[src/common/ntt_ctrl_pkg.sv]
// Pointwise sequencing definitions
`default_nettype none

package ntt_ctrl_pkg;

    // Pointwise operation select
    // Code 2'b11 has no meaning
    typedef enum logic [1:0] {
        pwm = 2'b00,
        pwa = 2'b01,
        pws = 2'b10
    } pwo_mode_t;

    //======================================================================
    // Memory addressing
    //======================================================================

    localparam int MEM_ADDR_WIDTH = 15;

    typedef logic [MEM_ADDR_WIDTH-1:0] mem_addr_t;

    // 256 coefficients at four per word
    localparam int POLY_WORDS = 64;

    localparam int WORD_CNT_WIDTH = $clog2(POLY_WORDS);

    //======================================================================
    // Pipeline timing
    //======================================================================

    // Multiply in two stages then one add stage
    localparam int LANE_LATENCY = 3;

endpackage

`default_nettype wire

[src/hdl/pwo_ctrl.sv]
// Pointwise operation sequencer
`timescale 1ns/100ps
`default_nettype none

module pwo_ctrl
    import ntt_ctrl_pkg::*;
#(
    parameter int WRITE_DELAY = 5
)
(
    input  wire           clk,
    input  wire           reset_n,
    input  wire           zeroize_i,

    input  wire           start_i,
    input  var pwo_mode_t mode_i,
    input  wire           accumulate_i,
    input  var mem_addr_t a_base_i,
    input  var mem_addr_t b_base_i,
    input  var mem_addr_t c_base_i,

    output logic          a_rd_en_o,
    output mem_addr_t     a_rd_addr_o,
    output logic          b_rd_en_o,
    output mem_addr_t     b_rd_addr_o,
    output logic          c_rd_en_o,
    output mem_addr_t     c_rd_addr_o,

    output pwo_mode_t     mode_o,
    output logic          busy_o,
    output logic          done_o
);

    localparam int DRAIN_CNT_WIDTH = $clog2(WRITE_DELAY + 1);

    logic                       busy_q;
    logic                       issue_q;
    logic                       c_rd_en_q;
    logic                       done_q;
    logic [WORD_CNT_WIDTH-1:0]  word_cnt_q;
    logic [DRAIN_CNT_WIDTH-1:0] drain_cnt_q;
    pwo_mode_t                  mode_q;
    mem_addr_t                  a_addr_q;
    mem_addr_t                  b_addr_q;
    mem_addr_t                  c_addr_q;

    //======================================================================
    // Issue phase walks all words, drain phase waits out the pipeline
    //======================================================================

    always_ff @(posedge clk or negedge reset_n) begin
        if (!reset_n) begin
            busy_q      <= 1'b0;
            issue_q     <= 1'b0;
            c_rd_en_q   <= 1'b0;
            done_q      <= 1'b0;
            word_cnt_q  <= '0;
            drain_cnt_q <= '0;
            mode_q      <= pwm;
            a_addr_q    <= '0;
            b_addr_q    <= '0;
            c_addr_q    <= '0;
        end
        else if (zeroize_i) begin
            busy_q      <= 1'b0;
            issue_q     <= 1'b0;
            c_rd_en_q   <= 1'b0;
            done_q      <= 1'b0;
            word_cnt_q  <= '0;
            drain_cnt_q <= '0;
            mode_q      <= pwm;
            a_addr_q    <= '0;
            b_addr_q    <= '0;
            c_addr_q    <= '0;
        end
        else begin
            done_q <= 1'b0;
            if (start_i && !busy_q) begin
                busy_q      <= 1'b1;
                issue_q     <= 1'b1;
                // Old C is only needed when accumulating products
                c_rd_en_q   <= (mode_i == pwm) && accumulate_i;
                word_cnt_q  <= '0;
                drain_cnt_q <= '0;
                mode_q      <= mode_i;
                a_addr_q    <= a_base_i;
                b_addr_q    <= b_base_i;
                c_addr_q    <= c_base_i;
            end
            else if (issue_q) begin
                a_addr_q   <= a_addr_q + 1'b1;
                b_addr_q   <= b_addr_q + 1'b1;
                c_addr_q   <= c_addr_q + 1'b1;
                word_cnt_q <= word_cnt_q + 1'b1;
                if (word_cnt_q == WORD_CNT_WIDTH'(POLY_WORDS - 1)) begin
                    issue_q   <= 1'b0;
                    c_rd_en_q <= 1'b0;
                end
            end
            else if (busy_q) begin
                drain_cnt_q <= drain_cnt_q + 1'b1;
                if (drain_cnt_q == DRAIN_CNT_WIDTH'(WRITE_DELAY - 1)) begin
                    busy_q <= 1'b0;
                    done_q <= 1'b1;
                end
            end
        end
    end

    assign a_rd_en_o   = issue_q;
    assign b_rd_en_o   = issue_q;
    assign c_rd_en_o   = c_rd_en_q;
    assign a_rd_addr_o = a_addr_q;
    assign b_rd_addr_o = b_addr_q;
    assign c_rd_addr_o = c_addr_q;
    assign mode_o      = mode_q;
    assign busy_o      = busy_q;
    assign done_o      = done_q;

    // The unused mode code must never be requested by the host
    assert property (@(posedge clk) disable iff (!reset_n)
        start_i |-> mode_i inside {pwm, pwa, pws})
        else $error("start requested with the unused mode code");

endmodule

`default_nettype wire

[config.mk]
export PLATFORM = sky130hd
export DESIGN_NAME = pwo_ctrl
export DESIGN_NICKNAME = d
export VERILOG_FILES = /design/src/common/ntt_ctrl_pkg.sv /design/src/hdl/pwo_ctrl.sv
export SDC_FILE = /design/constraint.sdc
export NUM_CORES = 1
export LEC_CHECK = 0
export ABC_AREA = 1
export BUFFER_PORTS_ARGS = -buffer_cell sky130_fd_sc_hd__buf_2
export CAP_MARGIN = 20
export CORE_MARGIN = 2
export CORE_UTILIZATION = 30
export CTS_CLUSTER_SIZE = 12
export DETAILED_ROUTE_END_ITERATION = 8
export PLACE_DENSITY = 0.58
export SYNTH_ARGS = -nofsm -noshare
export SYNTH_HDL_FRONTEND = slang
export SYNTH_SLANG_ARGS = --single-unit
[constraint.sdc]
create_clock -name clk -period 1.3 [get_ports clk]
set_input_delay 0 -clock clk [delete_from_list [all_inputs] [get_ports clk]]
set_output_delay 0 -clock clk [all_outputs]
set_load 0.02 [all_outputs]
Word-level counts from Yosys, hierarchy flattened
Index checks and enable logic that the tools add are counted.

word-level totals
  input bits = 52
  flip-flop bits (word level) = 60

cells by class
  reduce and logical (&&, ||, !) cells = 10
  equality and inequality tests = 3
  $add $sub $neg = 5
  mux-type cells = 36

operators with widths
  cell                                                    count
  2-to-1 mux 15 bit                                       9
  adder 15 x 1 -> 15 bit (second input constant)          3
  2-to-1 mux 1 bit                                        18
  2-to-1 mux 6 bit                                        3
  2-to-1 mux 3 bit                                        4
  nonzero test 3 bit                                      3
  adder 6 x 1 -> 6 bit (second input constant)            1
  == test 6 bit (second input constant)                   1
  2-to-1 mux 2 bit                                        2
  AND reduction 2 bit                                     2
  adder 3 x 1 -> 3 bit (second input constant)            1
  == test 3 bit (second input constant)                   1
  inequality test 3 x 2 -> 1 bit (second input constant)  1
  logical AND 1 bit                                       2
  zero test 2 bit                                         1
  nonzero test 2 bit                                      1
  zero test 1 bit                                         1

Depth between registers and ports, before layout
  depth in word-level cells = 6
  depth in mapped cells = 11

Worst setup path before layout
No wires, ideal clock.

  kind = flip-flop to flip-flop
  start point = register busy_q (netlist: busy_o)
  end point = register b_addr_q[11] (netlist: b_rd_addr_o[11])
  data required time = 1.183 ns
  path slack = -0.244 ns
  stages on the path, launching flop included = 12
  library setup time = 0.117 ns
  buffers on the path = 2
  arrival = 1.428 ns
  path through = dfrtp_1 > inv_1 > nand2_2 > nand2_2 > nor2_4 > nor2_4 > inv_2 > buf_6 > buf_6 > nor2_1 > nand2_1 > nand2_1

on the way
  longest elaborated chain between the ends = 4

RTL lines
  what                    line            text
  from (decl)             pwo_ctrl.sv:36  logic busy_q;
  from (signal assigned)  pwo_ctrl.sv:53  busy_q <= 1'b0;
  from (signal assigned)  pwo_ctrl.sv:65  busy_q <= 1'b0;
  from (signal assigned)  pwo_ctrl.sv:79  busy_q <= 1'b1;
  zero test 1 bit *       pwo_ctrl.sv:78  if (start_i && !busy_q) begin
  logical AND 1 bit *     pwo_ctrl.sv:78
  2-to-1 mux 15 bit       pwo_ctrl.sv:78
  2-to-1 mux 15 bit       pwo_ctrl.sv:64  else if (zeroize_i) begin
  to (signal assigned)    pwo_ctrl.sv:87  b_addr_q <= b_base_i;
  to (signal assigned)    pwo_ctrl.sv:92  b_addr_q <= b_addr_q + 1'b1;
  to (decl)               pwo_ctrl.sv:44  mem_addr_t b_addr_q;

Every way passes the cells marked *; elsewhere a longest branch is shown, timed or not.
A chain may end at the register's enable or synchronous reset.

Worst setup path after layout
  start point = register busy_q (netlist: busy_o)
  end point = register a_addr_q[10] (netlist: a_rd_addr_o[10])

on the way
  longest elaborated chain between the ends = 4

RTL lines
  what                  line            text
  zero test 1 bit *     pwo_ctrl.sv:78
  logical AND 1 bit *   pwo_ctrl.sv:78
  2-to-1 mux 15 bit     pwo_ctrl.sv:78
  2-to-1 mux 15 bit     pwo_ctrl.sv:64
  to (signal assigned)  pwo_ctrl.sv:86  a_addr_q <= a_base_i;
  to (signal assigned)  pwo_ctrl.sv:91  a_addr_q <= a_addr_q + 1'b1;
  to (decl)             pwo_ctrl.sv:43  mem_addr_t a_addr_q;

Marked as above.

==> flow_summary.toml <==
[synthesis]
yosys-top-cells-area = "dfrtp_1 39%, nand2_1 20%, nor2_1 10%"
synthMostInstantiatedCell = "nand2_1"
synth_common_cells = "199 x nand2_1, 103 x nor2_1, 60 x dfrtp_1"
syn_avg_cell_area_um2 = 6.71
synth_top_area_share_pct = 39.4
synth_flop_cell = "dfrtp_1"
netlist_instances = 568
synth_nets = 626
synth-edff-count = 0
ys_seq_elements = 60
synth_top_cell_by_area = "dfrtp_1"
synthArstFlopShare_pct = 100
synth_cell_type_count = 30
yosysSeqAreaShare_pct = 39.4
yosys_warnings = 0
synth_area_um2 = 3810

[cells_and_area]
area_growth_pct = 58.3
layout-drive-gt1-share_pct = 32.3
multi_input_area_um2 = 2270
fill_cells = 1300
ff_latch_area_um2 = 1520
diodes = 0
nNetsFinal = 825
finalInstanceArea_um2 = 6030
fin_cells = 944

[power]
peakVddDrop_uv = 476
power_leakage_nw = 3.09
pwr_density_cell_nw_per_um2 = 1150

[timing]
setup_ws_ns = -0.0283
tightest_slew_ns = 0.340
setup_viol = 11
fmax_ghz = 0.753
finalHoldViolCount = 0
rsz0062_at_grt = "yes"
setup_tns_ns = -0.0924
fin_crit_sh_pct = 102
maxSlewHeadroom_pct = 77.3
final.setup_skew_ns = 0.00655
maxSlewViolCount = 0
fin_crit_ns = 1.33
whs_ns = 0.00549

[route]
vias = 4380
first_iter_violations = 163
route.detailed.drc = 0
dr.pass1.iters = 5
wl_per_cell_um = 12.9
vias_per_cell = 4.64
ant_nets = 0
routed_wl_um = 12100

[grt]
grt_max_degree = 61
grt_busiest_layer = "met2"
grt_pass1_wl_um = 19000
antenna_found_initial = 0
grtUsageMet2_pct = 31.1
grt_overflow = 0
grt_pass1_vias = 4158
use_met3_pct = 2.85
met1_usage_pct = 21.4
gr-usage-all-layers_pct = 17.6

[die]
dieArea_um2 = 13600
ios = 104
start_util_pct = 30.4
fp.dieH_um = 117
rows = 41
die_w_um = 117
core_um2 = 12500

[critical_path]
arrival_ns = 1.55
regToRegSetupSlack_ns = -0.03
start_kind = "register"
crit_chain = "inv_2 > nand2_4 > nand2_4 > nor2_4 > nor2_4 > inv_4 > buf_4 > nor2_1 > nand2_1 > nand2_1"
critical_path_class = "reg2reg"
slowest_stage = "dfrtp_2"
cp_max_fo = 8
cp-startpoint = "busy_o"
reg2reg_to = "a_rd_addr_o[10]"
rr_worst_depth = 10
slowest_delay_ns = 0.36
endpoint_kind = "register"
cp.required_ns = 1.52
worstReg2RegStart = "busy_o"
crit_path_end = "a_rd_addr_o[10]"

[clocking]
cts.sink_count = 60
cts_buffers = 9
clock_path_buffers = 2
path_clk_slew_ns = 0.05
clockRootBuffer = "clkbuf_16"
tritoncts = "yes"
clkLatencyLatePin_ns = 0.33
cts_max_level = 3

[placed_design]
port_buffers = 103
dpl.cell_count = 883
postPlaceCellArea_um2 = 5020
hpwlAfterDp_um = 8420
gp_congestion = 0.811

[flow_run]
maxCapViolCount = 0

[run_status]
violations = "setup timing"
status = "finished, violations left"

[hold_path]
min_path_type = "in2reg"
-- per-stage QoR --
step | total power, mW | setup WS, ns | utilization, %
after floorplan | 3.27 | -0.147 | -
after global placement | 4.04 | -0.0454 | 40.1
after detailed placement | 4.08 | -0.0800 | 40.1
after CTS | 6.90 | -0.0276 | 46.0
after global routing | 7.36 | -0.120 | 48.2
final | 6.96 | -0.0283 | 48.2
-- worst min path at each step --
stage,startpoint,endpoint,cells past startpoint
after global placement,reset_n,drain_cnt_q[2],2
after floorplan,reset_n,a_rd_addr_o[0],0
after detailed placement,reset_n,drain_cnt_q[2],2
after CTS,b_base_i[14],b_rd_addr_o[14],5
final,b_base_i[14],b_rd_addr_o[14],5
after global routing,b_base_i[14],b_rd_addr_o[14],5
-- layout make-up --
cell class              count  area share (%)
well taps                 172            3.57
inverters                  44            2.78
flip-flops and latches     60            25.1
repair buffers            207            25.2
multi-input cells         445            37.7
clock buffers              12            4.42
clock inverters             4            1.16
-- kinds of logic after synthesis --
kind of cell / count (synthesis) / synth area share (%)
compound gates: 44 / 6.73
xor+xnor: 15 / 3.45
fa+ha+maj: 6 / 1.97
buf+inv: 63 / 6.83
flops: 60 / 39.4
mux: 4 / 1.05
simple gates: 376 / 40.6
-- state kept, by name, summed over array words and instances, names as in the netlist --
register	cells
a_rd_en_o	1
busy_o	1
c_rd_en_o	1
b_rd_addr_o	15
mode_o	2
word_cnt_q	6
drain_cnt_q	3
c_rd_addr_o	15
a_rd_addr_o	15
done_o	1
-- cell usage in the layout, fill, tap and decap left out, types with 5 or more instances in the layout --
master,synthesis,final
buf_12,0,6
xnor2_1,6,6
o21ai_0,12,11
nand3_1,45,40
inv_1,42,39
buf_4,1,53
buf_2,4,103
dfrtp_2,0,12
nor2_4,2,7
o211ai_1,7,7
nand2_1,199,191
nand2_4,0,6
nand4_1,18,18
clkbuf_16,0,11
nor2_2,0,17
o21bai_1,5,5
a21oi_1,10,9
dlygate4sd3_1,0,36
nor2_1,103,81
dfrtp_1,60,48
buf_6,2,7
xor2_1,9,8
o21ai_1,6,7
-- worst max-delay path: cells and delay by family, from the launching register on --
kind,cells,cell delay (ns)
buf+inv,3,0.35
flops,1,0.36
simple gates,7,0.51
-- layer usage --
layer | vias up | share of wire [%]
li1 | 2217 | -
met1 | 2057 | 44
met2 | 89 | 50
met3 | 17 | 3.9
met4 | 0 | 2.1
met5 | - | 0
-- power breakdown --
group	leakage, nW	internal [mW]	switching [mW]	total [mW]
Sequential	0.780	2.09	0.276	2.36
Combinational	2.15	0.856	1.05	1.91
Clock	0.169	1.83	0.866	2.69
-- timing repair --
action / 4_1_cts / 5_1_grt
resized for setup: 9 / 52
gates cloned: 0 / 3
hold buffers: 36 / 0
setup buffers: 2 / 5
endpoints found under the hold margin: 96 / 0
endpoints found under the setup margin: 33 / 47
pin swaps: 2 / 25
Note: power is estimated with default switching activity, not from simulation.
